**config.mk**
```make
export PLATFORM = sky130hd
export DESIGN_NAME = zcmp_sequencer
export DESIGN_NICKNAME = d
export VERILOG_FILES = /design/src/rv_isa_pkg.sv /design/src/zcmp_seq_pkg.sv /design/src/zcmp_decoder.sv /design/src/zcmp_stack_calc.sv /design/src/zcmp_seq_fsm.sv /design/src/zcmp_sequencer.sv
export SDC_FILE = /design/constraint.sdc
export NUM_CORES = 1
export LEC_CHECK = 0
export ABC_AREA = 0
export BUFFER_PORTS_ARGS = -buffer_cell sky130_fd_sc_hd__buf_2
export CAP_MARGIN = 40
export CORE_MARGIN = 1
export CORE_UTILIZATION = 35
export CTS_BUF_LIST = sky130_fd_sc_hd__clkbuf_4 sky130_fd_sc_hd__clkbuf_8 sky130_fd_sc_hd__clkbuf_16
export CTS_CLUSTER_DIAMETER = 200
export DETAILED_ROUTE_END_ITERATION = 7
export MAX_ROUTING_LAYER = met4
export PLACE_DENSITY = 0.54
export SYNTH_ARGS = -nofsm -noshare
export SYNTH_HDL_FRONTEND = slang
export SYNTH_SLANG_ARGS = --single-unit
```
**constraint.sdc**
```tcl
create_clock -name clk -period 3.4 [get_ports clk]
set_clock_uncertainty 0.15 [all_clocks]
set_input_delay 0.34 -clock clk [delete_from_list [all_inputs] [get_ports clk]]
set_output_delay 0.34 -clock clk [all_outputs]
set_load 0.05 [all_outputs]
```
**src/rv_isa_pkg.sv**
```systemverilog
`default_nettype none

package rv_isa_pkg;

  ////////////////////////////////////////
  // Word and field types
  ////////////////////////////////////////

  // Full RV32 instruction word
  typedef logic [31:0] instr32_t;
  // Compressed instruction word from fetch
  typedef logic [15:0] cinstr_t;
  // Architectural register index
  typedef logic [4:0] reg_idx_t;
  // I-type and S-type immediate
  typedef logic signed [11:0] imm12_t;

  ////////////////////////////////////////
  // Encoding constants
  ////////////////////////////////////////

  // Major opcodes used by the sequencer
  localparam logic [6:0] OPCODE_LOAD  = 7'b0000011;
  localparam logic [6:0] OPCODE_STORE = 7'b0100011;
  localparam logic [6:0] OPCODE_OPIMM = 7'b0010011;
  localparam logic [6:0] OPCODE_JALR  = 7'b1100111;

  // ABI register numbers
  localparam reg_idx_t REG_ZERO = 5'd0;
  localparam reg_idx_t REG_RA   = 5'd1;
  localparam reg_idx_t REG_SP   = 5'd2;
  localparam reg_idx_t REG_A0   = 5'd10;
  localparam reg_idx_t REG_A1   = 5'd11;

  // Word access and addi
  localparam logic [2:0] FUNCT3_W    = 3'b010;
  localparam logic [2:0] FUNCT3_ADDI = 3'b000;

endpackage

`default_nettype wire

```
**src/zcmp_seq_pkg.sv**
```systemverilog
`default_nettype none

package zcmp_seq_pkg;

  // rlist field of push/pop
  typedef logic [3:0] rlist_t;
  // Number of saved s-registers, 0 to 12
  typedef logic [3:0] sreg_cnt_t;
  // Words emitted so far in a sequence
  typedef logic [4:0] step_t;

  // Decoded kind of compressed word
  typedef enum logic [2:0] {
    SEQ_NONE,
    SEQ_PUSH,
    SEQ_POP,
    SEQ_POPRET,
    SEQ_POPRETZ,
    SEQ_MVSA01,
    SEQ_MVA01S
  } seq_instr_e;

  // Sequencer FSM states
  typedef enum logic [2:0] {
    S_IDLE,
    S_SREG,
    S_RA,
    S_SP,
    S_A0,
    S_RET,
    S_DMOVE
  } seq_state_e;

  ////////////////////////////////////////
  // rlist helpers
  ////////////////////////////////////////

  // rlist 4 is ra only, 15 jumps straight to s0-s11
  function automatic sreg_cnt_t sreg_count(rlist_t rlist);
    sreg_cnt_t cnt;
    if (rlist == 4'd15) begin
      cnt = 4'd12;
    end else if (rlist < 4'd4) begin
      cnt = 4'd0;
    end else begin
      cnt = rlist - 4'd4;
    end
    return cnt;
  endfunction

  // Bytes for s-registers plus ra, 16 byte aligned
  function automatic rv_isa_pkg::imm12_t stack_base(rlist_t rlist);
    logic [11:0] bytes;
    bytes = {6'd0, sreg_count(rlist), 2'b00} + 12'd4;
    return (bytes + 12'd15) & 12'hff0;
  endfunction

  // s0/s1 live at x8/x9, the rest at x18 upward
  function automatic rv_isa_pkg::reg_idx_t sreg_to_regnum(sreg_cnt_t n);
    rv_isa_pkg::reg_idx_t idx;
    if (n == 4'd0) begin
      idx = 5'd8;
    end else if (n == 4'd1) begin
      idx = 5'd9;
    end else begin
      idx = 5'd16 + {1'b0, n};
    end
    return idx;
  endfunction

endpackage

`default_nettype wire

```
**src/zcmp_decoder.sv**
```systemverilog
`default_nettype none

module zcmp_decoder #(
  parameter bit EMBEDDED = 1'b0
) (
  input  rv_isa_pkg::cinstr_t      instr_i,
  input  logic                     valid_i,
  input  logic                     halt_i,
  input  logic                     kill_i,
  output zcmp_seq_pkg::seq_instr_e seq_instr_o,
  output logic                     valid_o,
  output logic                     seq_pushpop_o
);
  import zcmp_seq_pkg::*;

  rlist_t     rlist;
  logic [2:0] r1s;
  logic [2:0] r2s;
  logic       rlist_legal;
  logic       dmove_legal;

  assign rlist = instr_i[7:4];
  assign r1s   = instr_i[9:7];
  assign r2s   = instr_i[4:2];

  ////////////////////////////////////////
  // Legality
  ////////////////////////////////////////

  // rlist 0-3 reserved and RV32E has no s2 and above
  assign rlist_legal = EMBEDDED ? ((rlist > 4'd3) && (rlist < 4'd7)) : (rlist > 4'd3);

  // Double move needs two distinct s-registers
  assign dmove_legal = (r1s != r2s) && (!EMBEDDED || ((r1s < 3'd2) && (r2s < 3'd2)));

  ////////////////////////////////////////
  // Classification
  ////////////////////////////////////////

  always_comb begin
    seq_instr_o = SEQ_NONE;
    // All Zcmp words sit in C2 with funct3 101
    if ((instr_i[1:0] == 2'b10) && (instr_i[15:13] == 3'b101)) begin
      case (instr_i[12:10])
        3'b011: begin
          if (dmove_legal) begin
            if (instr_i[6:5] == 2'b11) begin
              seq_instr_o = SEQ_MVA01S;
            end else if (instr_i[6:5] == 2'b01) begin
              seq_instr_o = SEQ_MVSA01;
            end
          end
        end
        3'b110: begin
          // cm.push / cm.pop
          if (rlist_legal && (instr_i[9:8] == 2'b00)) begin
            seq_instr_o = SEQ_PUSH;
          end else if (rlist_legal && (instr_i[9:8] == 2'b10)) begin
            seq_instr_o = SEQ_POP;
          end
        end
        3'b111: begin
          // cm.popretz / cm.popret
          if (rlist_legal && (instr_i[9:8] == 2'b00)) begin
            seq_instr_o = SEQ_POPRETZ;
          end else if (rlist_legal && (instr_i[9:8] == 2'b10)) begin
            seq_instr_o = SEQ_POPRET;
          end
        end
        default: begin
          seq_instr_o = SEQ_NONE;
        end
      endcase
    end
  end

  assign seq_pushpop_o = seq_instr_o inside {SEQ_PUSH, SEQ_POP, SEQ_POPRET, SEQ_POPRETZ};

  // Halt and kill both mask the output
  assign valid_o = (seq_instr_o != SEQ_NONE) && valid_i && !halt_i && !kill_i;

endmodule

`default_nettype wire

```
**src/zcmp_stack_calc.sv**
```systemverilog
`default_nettype none

module zcmp_stack_calc (
  input  rv_isa_pkg::cinstr_t      instr_i,
  input  zcmp_seq_pkg::seq_instr_e seq_instr_i,
  input  zcmp_seq_pkg::step_t      step_i,
  output zcmp_seq_pkg::sreg_cnt_t  sreg_total_o,
  output rv_isa_pkg::imm12_t       total_adj_o,
  output rv_isa_pkg::imm12_t       cur_offset_o,
  output rv_isa_pkg::reg_idx_t     cur_sreg_o
);
  import rv_isa_pkg::*;
  import zcmp_seq_pkg::*;

  rlist_t     rlist;
  logic [1:0] spimm;
  imm12_t     extra_adj;
  imm12_t     step_bytes;
  sreg_cnt_t  sreg_num;

  assign rlist = instr_i[7:4];
  assign spimm = instr_i[3:2];

  assign sreg_total_o = sreg_count(rlist);

  // spimm adds whole 16 byte blocks
  assign extra_adj   = imm12_t'({spimm, 4'b0000});
  assign total_adj_o = stack_base(rlist) + extra_adj;

  // Byte distance of the current slot below the frame top
  assign step_bytes = imm12_t'({step_i + 5'd1, 2'b00});

  always_comb begin
    case (seq_instr_i)
      // Push stores below the old sp
      SEQ_PUSH: cur_offset_o = -step_bytes;
      // Pops rewind by the full frame first
      SEQ_POP, SEQ_POPRET, SEQ_POPRETZ: cur_offset_o = total_adj_o - step_bytes;
      default: cur_offset_o = '0;
    endcase
  end

  // Highest s-register first
  assign sreg_num   = sreg_cnt_t'(step_t'(sreg_total_o) - step_i - 5'd1);
  assign cur_sreg_o = sreg_to_regnum(sreg_num);

endmodule

`default_nettype wire

```
**src/zcmp_seq_fsm.sv**
```systemverilog
`default_nettype none

module zcmp_seq_fsm (
  input  logic                     clk,
  input  logic                     rst_n,
  input  rv_isa_pkg::cinstr_t      instr_i,
  input  zcmp_seq_pkg::seq_instr_e seq_instr_i,
  input  logic                     valid_i,
  input  logic                     ready_i,
  input  logic                     halt_i,
  input  logic                     kill_i,
  input  zcmp_seq_pkg::sreg_cnt_t  sreg_total_i,
  input  rv_isa_pkg::imm12_t       total_adj_i,
  input  rv_isa_pkg::imm12_t       cur_offset_i,
  input  rv_isa_pkg::reg_idx_t     cur_sreg_i,
  output zcmp_seq_pkg::step_t      step_o,
  output rv_isa_pkg::instr32_t     instr_o,
  output logic                     ready_o,
  output logic                     seq_first_o,
  output logic                     seq_last_o
);
  import rv_isa_pkg::*;
  import zcmp_seq_pkg::*;

  seq_state_e state_q;
  seq_state_e state_n;
  step_t      step_q;
  logic       is_load;
  logic       is_store;
  logic       stack_op;
  logic       is_mv_a2s;
  reg_idx_t   dm_r1;
  reg_idx_t   dm_r2;

  // lw rd, off(sp) or sw rs2, off(sp)
  function automatic instr32_t mem_word(logic load, reg_idx_t r, imm12_t off);
    instr32_t w;
    if (load) begin
      w = {off, REG_SP, FUNCT3_W, r, OPCODE_LOAD};
    end else begin
      w = {off[11:5], r, REG_SP, FUNCT3_W, off[4:0], OPCODE_STORE};
    end
    return w;
  endfunction

  function automatic instr32_t addi_word(reg_idx_t rd, reg_idx_t rs1, imm12_t imm);
    return {imm, rs1, FUNCT3_ADDI, rd, OPCODE_OPIMM};
  endfunction

  assign is_store  = (seq_instr_i == SEQ_PUSH);
  assign is_load   = seq_instr_i inside {SEQ_POP, SEQ_POPRET, SEQ_POPRETZ};
  assign stack_op  = is_store || is_load;
  assign is_mv_a2s = (seq_instr_i == SEQ_MVSA01);

  // Double-move s-register fields
  assign dm_r1 = sreg_to_regnum(sreg_cnt_t'(instr_i[9:7]));
  assign dm_r2 = sreg_to_regnum(sreg_cnt_t'(instr_i[4:2]));

  ////////////////////////////////////////
  // State and step counter
  ////////////////////////////////////////

  always_ff @(posedge clk or negedge rst_n) begin
    if (!rst_n) begin
      state_q <= S_IDLE;
      step_q  <= '0;
    end else begin
      // Advance only on an accepted word
      if (valid_i && ready_i) begin
        step_q  <= seq_last_o ? '0 : step_q + 5'd1;
        state_q <= state_n;
      end
      // Kill wins over halt while halt keeps the sequence
      if ((!valid_i && !halt_i) || kill_i) begin
        step_q  <= '0;
        state_q <= S_IDLE;
      end
    end
  end

  assign step_o = step_q;

  ////////////////////////////////////////
  // Word assembly and next state
  ////////////////////////////////////////

  always_comb begin
    // Outside a sequence the compressed word passes zero extended
    instr_o    = instr32_t'(instr_i);
    state_n    = state_q;
    seq_last_o = 1'b0;
    case (state_q)
      S_IDLE: begin
        if (stack_op && (sreg_total_i == 4'd0)) begin
          // With no s-registers ra goes first
          instr_o = mem_word(is_load, REG_RA, cur_offset_i);
          state_n = S_SP;
        end else if (stack_op) begin
          instr_o = mem_word(is_load, cur_sreg_i, cur_offset_i);
          state_n = (sreg_total_i == 4'd1) ? S_RA : S_SREG;
        end else if (is_mv_a2s) begin
          instr_o = addi_word(dm_r1, REG_A0, '0);
          state_n = S_DMOVE;
        end else if (seq_instr_i == SEQ_MVA01S) begin
          instr_o = addi_word(REG_A0, dm_r1, '0);
          state_n = S_DMOVE;
        end
      end
      S_SREG: begin
        instr_o = mem_word(is_load, cur_sreg_i, cur_offset_i);
        // Last s-register leaves for ra
        if (step_q + 5'd1 == step_t'(sreg_total_i)) begin
          state_n = S_RA;
        end
      end
      S_RA: begin
        instr_o = mem_word(is_load, REG_RA, cur_offset_i);
        state_n = S_SP;
      end
      S_SP: begin
        // Pops release the frame and push allocates it
        instr_o = addi_word(REG_SP, REG_SP, is_load ? total_adj_i : -total_adj_i);
        if (seq_instr_i == SEQ_POPRETZ) begin
          state_n = S_A0;
        end else if (seq_instr_i == SEQ_POPRET) begin
          state_n = S_RET;
        end else begin
          state_n    = S_IDLE;
          seq_last_o = 1'b1;
        end
      end
      S_A0: begin
        instr_o = addi_word(REG_A0, REG_ZERO, '0);
        state_n = S_RET;
      end
      S_RET: begin
        // jalr x0, 0(ra)
        instr_o    = {12'h000, REG_RA, 3'b000, REG_ZERO, OPCODE_JALR};
        state_n    = S_IDLE;
        seq_last_o = 1'b1;
      end
      S_DMOVE: begin
        instr_o    = is_mv_a2s ? addi_word(dm_r2, REG_A1, '0) : addi_word(REG_A1, dm_r2, '0);
        state_n    = S_IDLE;
        seq_last_o = 1'b1;
      end
      default: begin
        state_n = S_IDLE;
      end
    endcase
  end

  assign seq_first_o = (state_q == S_IDLE);

  // Fetch may drop the word after the last one, or whenever idle or killed
  assign ready_o = (seq_last_o && ready_i && !halt_i) || (!valid_i && !halt_i) || kill_i;

  // A sequence always starts from a cleared counter
  first_step_a: assert property (@(posedge clk) disable iff (!rst_n)
    seq_first_o |-> (step_q == '0));

  // Counter stays inside the s-register slots
  sreg_step_a: assert property (@(posedge clk) disable iff (!rst_n)
    (valid_i && (state_q == S_SREG)) |-> (step_q < step_t'(sreg_total_i)));

  // ra follows right after the last s-register
  ra_step_a: assert property (@(posedge clk) disable iff (!rst_n)
    (valid_i && (state_q == S_RA)) |-> (step_q == step_t'(sreg_total_i)));

endmodule

`default_nettype wire

```
**src/zcmp_sequencer.sv**
```systemverilog
`default_nettype none

module zcmp_sequencer #(
  parameter bit EMBEDDED = 1'b0
) (
  input  logic                 clk,
  input  logic                 rst_n,
  input  rv_isa_pkg::cinstr_t  instr_i,
  input  logic                 valid_i,
  input  logic                 ready_i,
  input  logic                 halt_i,
  input  logic                 kill_i,
  output rv_isa_pkg::instr32_t instr_o,
  output logic                 valid_o,
  output logic                 ready_o,
  output logic                 seq_first_o,
  output logic                 seq_last_o,
  output logic                 seq_pushpop_o
);
  import rv_isa_pkg::*;
  import zcmp_seq_pkg::*;

  // Decoded kind, shared by calculator and FSM
  seq_instr_e seq_instr;
  // Stack frame values for the current step
  sreg_cnt_t  sreg_total;
  imm12_t     total_adj;
  imm12_t     cur_offset;
  reg_idx_t   cur_sreg;
  step_t      step;

  zcmp_decoder #(
    .EMBEDDED (EMBEDDED)
  ) u_decoder (
    .instr_i       (instr_i),
    .valid_i       (valid_i),
    .halt_i        (halt_i),
    .kill_i        (kill_i),
    .seq_instr_o   (seq_instr),
    .valid_o       (valid_o),
    .seq_pushpop_o (seq_pushpop_o)
  );

  zcmp_stack_calc u_stack_calc (
    .instr_i      (instr_i),
    .seq_instr_i  (seq_instr),
    .step_i       (step),
    .sreg_total_o (sreg_total),
    .total_adj_o  (total_adj),
    .cur_offset_o (cur_offset),
    .cur_sreg_o   (cur_sreg)
  );

  zcmp_seq_fsm u_fsm (
    .clk          (clk),
    .rst_n        (rst_n),
    .instr_i      (instr_i),
    .seq_instr_i  (seq_instr),
    .valid_i      (valid_o),
    .ready_i      (ready_i),
    .halt_i       (halt_i),
    .kill_i       (kill_i),
    .sreg_total_i (sreg_total),
    .total_adj_i  (total_adj),
    .cur_offset_i (cur_offset),
    .cur_sreg_i   (cur_sreg),
    .step_o       (step),
    .instr_o      (instr_o),
    .ready_o      (ready_o),
    .seq_first_o  (seq_first_o),
    .seq_last_o   (seq_last_o)
  );

endmodule

`default_nettype wire

```
==> impl_metrics.ini, run 1 <==
[logic_synthesis]
synthCells = 358
synth_top_flop_cell = dfrtp_1
synth_nets = 393
yosys.area.top_type = dfrtp_1
netlist_area_mm2 = 0.002401
seq_area_frac_synth = 0.08338
yosysWarnings = 0
synth_area_per_cell_um2 = 6.707
yosysMostFrequentCell = nor2_1
ys_top_cells_by_count = nor2_1, nand2_1, o21ai_0
ys_types = 77
synth_top_area_share = 0.08338
synthArstFlopShare = 1.000
synth-edff-count = 0
ys_seq_elements = 8
synth.area.top_cells = dfrtp_1, nor2_1, o21ai_0, ha_1, nand2_1

[timing]
finalSetupViolations = 0
max_freq_mhz = 299.2
hold_viol = 0
relSlewSlack = 0.5741
rsz0062_at_grt = no
fin_tns_setup_ps = 0
min_period_ps = 3342
tightest_slew_ps = 633.9
slew_violations = 0
finalCritPeriodShare = 0.9830

[global_route]
met1_usage = 0.3486
grt_start_max_net_pins = 21
grt-ovfl-total = 0
grt_pass1_vias = 2978
grt_use_met3 = 0.03210
met2_usage = 0.4176
grt-busiest-layer = met2
track_usage = 0.2639
grt_pass1_wl_um = 14670
antenna_found_initial = 0

[clock_network]
cts_tree = done
cts_root_buf = clkbuf_8
clk_transition_reported_paths_ps = 40
clk_path_buf_depth = 2
insertion_delay_ps = 230
cts_made_buffers = 3
htree_levels = 1
cts.sinks = 8
cts_setup_buffers = 0

[final_layout]
area_growth_pct = 33.30
fillers = 681
num_antenna_cells = 0
layout.cells.non_filler = 518
multi_input_area_mm2 = 0.002168
design_area_mm2 = 0.003201
nets = 478
seqCellArea_um2 = 201.4
drive_gt1_frac = 0.3288

[power]
total_power_uw = 493.4
peakVddDrop_mv = 0.1675
power.leakage_nw = 1.388
powerDensity_mw_per_mm2 = 154.2

[job]
cap_viol_max_count = 0

[setup_path]
cp.required_ps = 2910
critPathMaxFanout = 3
reg2reg_depth = 9
cp_data_arrival_time_ps = 2850
max_stage_delay_ps = 620
critPathCaptureType = output port
crit_type = input pin to output port
startpoint_type = input pin
crit_chain = buf_6, a21bo_4, and2_4, inv_2, ha_4, fa_2, ha_4, a21oi_4, nor2_1, or4_4, a21oi_2, or2_4, buf_8
crit_top_cell = ha_4
slowest_stage = fa_2

[place]
io_buffers = 58
dpl_cell_area_mm2 = 0.003035
gp_congestion = 0.9532
dp_cells = 514
hpwlAfterDp_um = 7516

[die]
dieArea_mm2 = 0.007195
core_area_mm2 = 0.006495
fp.dieH_um = 84.83
start_util = 0.3697
die_x_um = 84.83
rows = 29
ioPinCount = 59

[min_path]
hold_path_class = input pin to async pin

[routing]
drc = 0
dr.pass1.iters = 7
wirelength_um = 9296
vias = 3092
postRouteAntennaNets = 0
vias_per_cell = 5.969
wl_per_cell_um = 17.95
drtIter0Drc = 270

[status]
status = finished clean
## stage by stage
| stage | utilization | worst slack [ps] | hold slack (ps) |
|---|---|---|---|
| after floorplan | - | -171.8 | -105.6 |
| after global routing | 0.4928 | 2.596 | 351.6 |
| after CTS | 0.4787 | -4.514 | 332.7 |
| final | 0.4928 | 57.93 | 330.5 |
| after global placement | 0.4673 | -103.6 | 36.02 |
| after detailed placement | 0.4673 | -141.9 | 40.11 |
## final timing paths
kind | startpoint | end | slack (ps)
max reg2reg | u_fsm.step_o[0] | u_fsm.state_q[1] | 760
min reg2reg | u_fsm.step_o[4] | u_fsm.step_o[4] | 360
min | rst_n | u_fsm.step_o[0] | 330
max | instr_i[6] | instr_o[28] | 60
max in group asynchronous | rst_n | u_fsm.step_o[2] | 2590
min in group clk | halt_i | u_fsm.state_q[0] | 350
## state kept, by name, summed over array words and instances (netlist names)
signal	flops
u_fsm.step_o	5
u_fsm.state_q	3
## cell type report
type	instances	share of cell area
Sequential cell	8	0.06294
Multi-Input combinational cell	314	0.6775
Clock buffer	3	0.01290
Inverter	15	0.01759
Timing Repair Buffer	101	0.1990
Tap cell	77	0.03010
## worst max-delay path, delay by kind of cell
family                     cells  cell delay [ps]
AOI/OAI and AO/OA              3              470
adders and majority gates      3             1010
buffers and inverters          3              260
and+or+nand+nor                4              770
## where the power goes
group	total (mW)	switching, mW	leakage (nW)	internal [mW]
clock	0.113	0.0367	0.0216	0.0766
combinational	0.284	0.170	1.26	0.115
sequential	0.0957	0.00000873	0.110	0.0957
total	0.493	0.206	1.39	0.287
## cell usage in the layout, fill, tap and decap left out, types with 3 or more instances in the layout
cell	instances
a21o_1	5
a21oi_1	22
a22o_1	3
a22oi_1	4
a31oi_1	6
a31oi_2	3
a32o_1	3
and3_1	7
buf_2	54
buf_4	44
clkbuf_8	3
dfrtp_1	7
ha_1	9
inv_1	13
nand2_1	35
nand2b_1	4
nand3_1	10
nor2_1	45
nor2b_1	5
nor3_1	8
o2111ai_1	3
o211ai_1	8
o21ai_0	25
o21ai_1	9
o22ai_1	3
or2_2	4
or3_1	5
xnor2_1	10
xor2_1	9
## cells by family (layout without fill, tap and decap cells)
logic type,Yosys count,after routing,share of synthesized area
adder cells (fa/ha/maj),13,13,0.07087
flip-flops,8,8,0.08338
XOR/XNOR,22,22,0.08650
multiplexers,1,1,0.004169
buffers and inverters,36,119,0.06357
AO/OA/AOI/OAI,133,133,0.3929
AND/OR/NAND/NOR,145,145,0.2986
## routing by layer
layer,part of all wire,up-vias
met3,0.056,20
met4,0.021,0
li1,-,1496
met5,0,-
met2,0.47,129
met1,0.45,1447
## repair_timing
item,in CTS,in global routing
hold endpoints to repair,8,0
hold buffers,1,0
pin swaps,2,6
gates resized for setup,7,22
setup endpoints to repair,6,9
Power figures use the tool's default switching activity.
==> inputs of run 2 (changes only) <==
--- a/config.mk
+++ b/config.mk
@@ -15,6 +15,7 @@
 export DETAILED_ROUTE_END_ITERATION = 7
 export MAX_ROUTING_LAYER = met4
 export PLACE_DENSITY = 0.54
+export SETUP_SLACK_MARGIN = 0.3
 export SYNTH_ARGS = -nofsm -noshare
 export SYNTH_HDL_FRONTEND = slang
 export SYNTH_SLANG_ARGS = --single-unit
==> run 2 against run 1 <==
Compared with the run above:
- the run now ends with DRC left
- clock-buffer cell count did not move
- via count rose by 1.6%
- hold slack worse by 7.1 ps
- register-to-register slack better by 140 ps
- worst setup slack gained 77 ps
- design area rose by 14%
- final cell count rose by 3.7%
- combinational power is 16% higher
- die area did not move
- sequential cell count unchanged
- critical path depth stayed put
- critical endpoint unchanged
- largest cell class unchanged
==> impl_metrics.ini, run 2 (synthesized netlist as in run 1, its figures left out) <==
[setup_path]
rrSetupSlack_ps = 900
r2r-start = u_fsm.step_o[0]
cp.required_ps = 2910
critPathMaxFanout = 2
r2r_end = u_fsm.state_q[1]
cp_data_arrival_time_ps = 2770
reg2reg_depth = 9
critPathCaptureType = output port
startpoint_type = input pin
crit_type = input pin to output port
startpoint = instr_i[6]

[die]
core_area_mm2 = 0.006495
rows = 29
ioPinCount = 59
start_util = 0.3697
fp.dieH_um = 84.83
die_x_um = 84.83
dieArea_mm2 = 0.007195

[timing]
finalCritPeriodShare = 0.9603
min_period_ps = 3265
slew_violations = 0
rsz0062_at_grt = yes
fin_tns_setup_ps = 0
hold_viol = 0
max_freq_mhz = 306.3
relSlewSlack = 0.5397
finalSetupViolations = 0
tightest_slew_ps = 685.1

[place]
io_buffers = 58
hpwlAfterDp_um = 7952
gp_congestion = 0.9723
dp_cells = 514

[final_layout]
num_antenna_cells = 0
layout_commonest_cell = buf_4
largest_register_ffs = 5
layout.cells.non_filler = 537
drive_gt1_frac = 0.4152
layout_common_cells = buf_4, nor2_1, buf_2, nand2_1
area_growth_pct = 52.11
nets = 497
fillers = 654

[clock_network]
cts_root_buf = clkbuf_8
insertion_delay_ps = 240
cts.sinks = 8
cts_tree = done
cts_made_buffers = 3
clk_path_buf_depth = 2
htree_levels = 1
clk_transition_reported_paths_ps = 50

[routing]
drc = 7
vias_per_cell = 5.849
dr.pass1.iters = 8
wl_per_cell_um = 18.68
drtIter0Drc = 207
vias = 3141
postRouteAntennaNets = 0
wirelength_um = 10030

[global_route]
antenna_found_initial = 0
track_usage = 0.2887
grt_start_max_net_pins = 19
grt_pass1_wl_um = 15660
grt-ovfl-total = 0
grt_pass1_vias = 2962

[min_path]
hold_path_depth = 4
holdPathEnd = u_fsm.state_q[0]
hold_path_class = input pin to flip-flop
hold_start = kill_i

[status]
violations = DRC
status = finished, violations left

[power]
power.leakage_nw = 1.540
powerDensity_mw_per_mm2 = 150.4
peakVddDrop_mv = 0.1291

[job]
cap_viol_max_count = 0
==> run 2: cell count changes in the layout (fill, tap and decap cells not counted), sizes merged <==
cell    delta
clkbuf     +1
buf       +18
==> run 2: critical path: stages <==
cell	delay, ps
buf_6	90
a21bo_4	160
and2_4	140
inv_2	40
ha_4	150
fa_2	560
ha_4	220
a21oi_4	150
nor2_1	50
or4_4	440
a21oi_2	140
or2_4	140
buf_8	130
==> run 2: worst max-delay path by stage <==
stage                   to  slack [ps]
6_report       instr_o[28]         140
4_1_cts        instr_o[28]         150
2_1_floorplan   instr_o[2]        -200
3_3_place_gp   instr_o[28]         -20
5_1_grt        instr_o[28]          20
3_5_place_dp   instr_o[28]         -60
==> run 2: final cells by class <==
| cell class | instances | area [um^2] | share of cell area |
|---|---|---|---|
| Sequential cell | 8 | 201.4 | 0.05516 |
| Tap cell | 77 | 96.34 | 0.02638 |
| Inverter | 15 | 56.30 | 0.01542 |
| Timing Repair Buffer | 120 | 864.6 | 0.2367 |
| Clock buffer | 3 | 41.29 | 0.01131 |
| Multi-Input combinational cell | 314 | 2392 | 0.6550 |
==> run 2: per-stage QoR <==
stage                 util  total power, mW  hold WS (ps)  cell area, um^2  worst slack, ps
detailed placement  0.4976           0.3776         49.93             3232           -58.35
global route        0.5623           0.5831         347.8             3652            22.85
global placement    0.4976           0.3757         45.55             3232           -24.03
CTS                 0.5342           0.5344         318.2             3470            154.1
floorplan                -           0.2891        -105.6             2625           -201.9
finish              0.5623           0.5492         323.4             3652            135.0
==> run 2: repair_timing <==
item | 4_1_cts | 5_1_grt
setup endpoints to repair | 12 | 14
gates cloned | 0 | 1
endpoints found under the hold margin | 8 | 0
gates resized for setup | 38 | 22
hold buffers | 1 | 0
buffers inserted | 7 | 11
pin swaps | 14 | 16
==> run 2: routing by layer <==
layer	wire length (um)	global-route usage	vias up
met2	4672	0.4701	134
met4	159	0.07242	0
li1	-	-	1534
met1	4614	0.3864	1459
met3	587	0.02626	14
met5	0	-	-
==> run 2: where the power goes <==
group	leakage [nW]	switching (mW)	internal, mW
logic	1.41	0.189	0.141
clock network	0.0216	0.0463	0.0775
registers	0.110	0.00000982	0.0955
==> inputs of run 3 (changes only) <==
--- a/config.mk
+++ b/config.mk
@@ -10,11 +10,11 @@
 export CAP_MARGIN = 40
 export CORE_MARGIN = 1
 export CORE_UTILIZATION = 35
-export CTS_BUF_LIST = sky130_fd_sc_hd__clkbuf_4 sky130_fd_sc_hd__clkbuf_8 sky130_fd_sc_hd__clkbuf_16
+export CTS_BUF_LIST = sky130_fd_sc_hd__clkbuf_4
 export CTS_CLUSTER_DIAMETER = 200
 export DETAILED_ROUTE_END_ITERATION = 7
 export MAX_ROUTING_LAYER = met4
-export PLACE_DENSITY = 0.54
+export PLACE_DENSITY = 0.56
 export SETUP_SLACK_MARGIN = 0.3
 export SYNTH_ARGS = -nofsm -noshare
 export SYNTH_HDL_FRONTEND = slang
==> constraint.sdc (replaced) <==
create_clock -name clk -period 2.7 [get_ports clk]
set_clock_uncertainty 0.15 [all_clocks]
set_input_delay 0.27 -clock clk [delete_from_list [all_inputs] [get_ports clk]]
set_output_delay 0.27 -clock clk [all_outputs]
set_load 0.05 [all_outputs]
==> run 3 against run 2 <==
Compared with the run above:
- the flow finishes with violations (DRC, setup timing)
- clock power down 21%
- sequential cell count unchanged
- register-to-register slack worse by 600 ps
- wire length up 20%
- final cell count up 18%
- hold slack worse by 94 ps
- die area unchanged
- critical path type unchanged
- critical endpoint unchanged
==> impl_metrics.ini, run 3 (synthesized netlist as in run 1, its figures left out) <==
[status]
status = finished, violations left
violations = DRC, setup timing

[routing]
postRouteAntennaNets = 0
drc = 3
wirelength_um = 12060
vias = 3742
dr.pass1.iters = 7
wl_per_cell_um = 18.99
drtIter0Drc = 232
vias_per_cell = 5.893

[global_route]
met1_usage = 0.4057
track_usage = 0.3377
grt_pass1_vias = 3627
grt-ovfl-total = 0
met2_usage = 0.5868
grt_start_max_net_pins = 21
grt_use_met3 = 0.03599
antenna_found_initial = 0
grt-busiest-layer = met2
grt_pass1_wl_um = 18550

[final_layout]
largest_register_ffs = 5
layout_commonest_cell = buf_4
nets = 595
layout_common_cells = buf_4, buf_6, nor2_1, nand2_1, buf_2
utilization = 0.8008
area_growth_pct = 116.6
drive_gt1_frac = 0.6290
layout.cells.non_filler = 635
num_antenna_cells = 0

[die]
rows = 29
dieArea_mm2 = 0.007195
fp.dieH_um = 84.83
start_util = 0.3697
die_x_um = 84.83
core_area_mm2 = 0.006495
ioPinCount = 59

[power]
total_power_uw = 794.8
power.leakage_nw = 2.194
powerDensity_mw_per_mm2 = 152.8
peakVddDrop_mv = 0.1979

[clock_network]
htree_levels = 1
clk_transition_reported_paths_ps = 60
cts_made_buffers = 3
cts_root_buf = clkbuf_4
cts_tree = done
insertion_delay_ps = 260
clk_path_buf_depth = 2
cts.sinks = 8

[timing]
finalSetupViolations = 16
hold_viol = 0
min_period_ps = 3143
layout_setup_ws_ps = -443.2
tightest_slew_ps = 584.4
finalCritPeriodShare = 1.164
max_freq_mhz = 318.1
relSlewSlack = 0.6100
rsz0062_at_grt = yes
slew_violations = 0

[setup_path]
crit_type = input pin to output port
cp.required_ps = 2280
startpoint_type = input pin
rrSetupSlack_ps = 300
critPathMaxFanout = 2
critPathCaptureType = output port
cp_data_arrival_time_ps = 2720

[place]
place_ws_ps = -582.4
hpwlAfterDp_um = 8765
dp_cells = 597
io_buffers = 58
gp_congestion = 1.007

[min_path]
hold_path_class = input pin to async pin

[job]
cap_viol_max_count = 0
run 3: cell types whose count changed in the layout (fill, tap and decap cells not counted), moves of 7 or more:
cell / delta
buf_2: -19
a21oi_1: -7
o21ai_0: -9
o21ai_2: +9
buf_4: +64
buf_6: +46
buf_8: +8
run 3: final timing paths:
| kind | start | endpoint | cells after the start |
|---|---|---|---|
| setup / recovery | instr_i[6] | instr_o[28] | 13 |
| hold reg to reg | u_fsm.step_o[4] | u_fsm.step_o[4] | 1 |
| max in group asynchronous | rst_n | u_fsm.step_o[2] | 2 |
| hold / removal | rst_n | u_fsm.state_q[2] | 2 |
| min in group clk | kill_i | u_fsm.step_o[3] | 3 |
| setup reg to reg | u_fsm.step_o[1] | u_fsm.state_q[1] | 10 |
run 3: where the power goes:
| part | total (mW) | switching (mW) | internal [mW] |
|---|---|---|---|
| sequential | 0.120 | 0.0000110 | 0.120 |
| clock | 0.0980 | 0.0467 | 0.0513 |
| combinational | 0.577 | 0.297 | 0.280 |
| total | 0.795 | 0.344 | 0.451 |
run 3: repair_timing:
item                       in CTS  in global routing
resized for setup             153                 42
setup endpoints to repair      43                 43
buffers inserted               27                  7
pin swaps                      44                 26
hold endpoints to repair        8                  0
hold buffers                    1                  0
run 3: per-stage QoR:
step	cell area (um^2)	hold slack [ps]	TNS, ps
CTS	4969	235.4	-3296
floorplan	2910	-175.6	-2232
global placement	4106	-23.57	-5817
global route	5201	238.4	-5943
detailed placement	4106	-24.00	-6453
finish	5201	229.2	-3863
run 3: cell type report:
type | instances | area [um^2]
Inverter | 15 | 67.56
Sequential cell | 8 | 201.4
Multi-Input combinational cell | 314 | 2933
Timing Repair Buffer | 218 | 1881
Tap cell | 77 | 96.34
Fill cell | 438 | 1294
Clock buffer | 3 | 22.52
run 3: worst max-delay path, stage by stage:
cell     delay [ps]
buf_6            90
a21bo_4         160
and2_4          150
inv_4            40
ha_4            150
fa_2            560
ha_4            220
a21oi_2         150
nor2_1           50
or4_4           440
a21oi_2         150
or2_4           150
buf_8           140
run 3: per-layer routing:
layer	share of wire	vias to the layer above
met2	0.50	188
li1	-	1725
met5	0	-
met3	0.060	43
met4	0.038	0
met1	0.40	1786
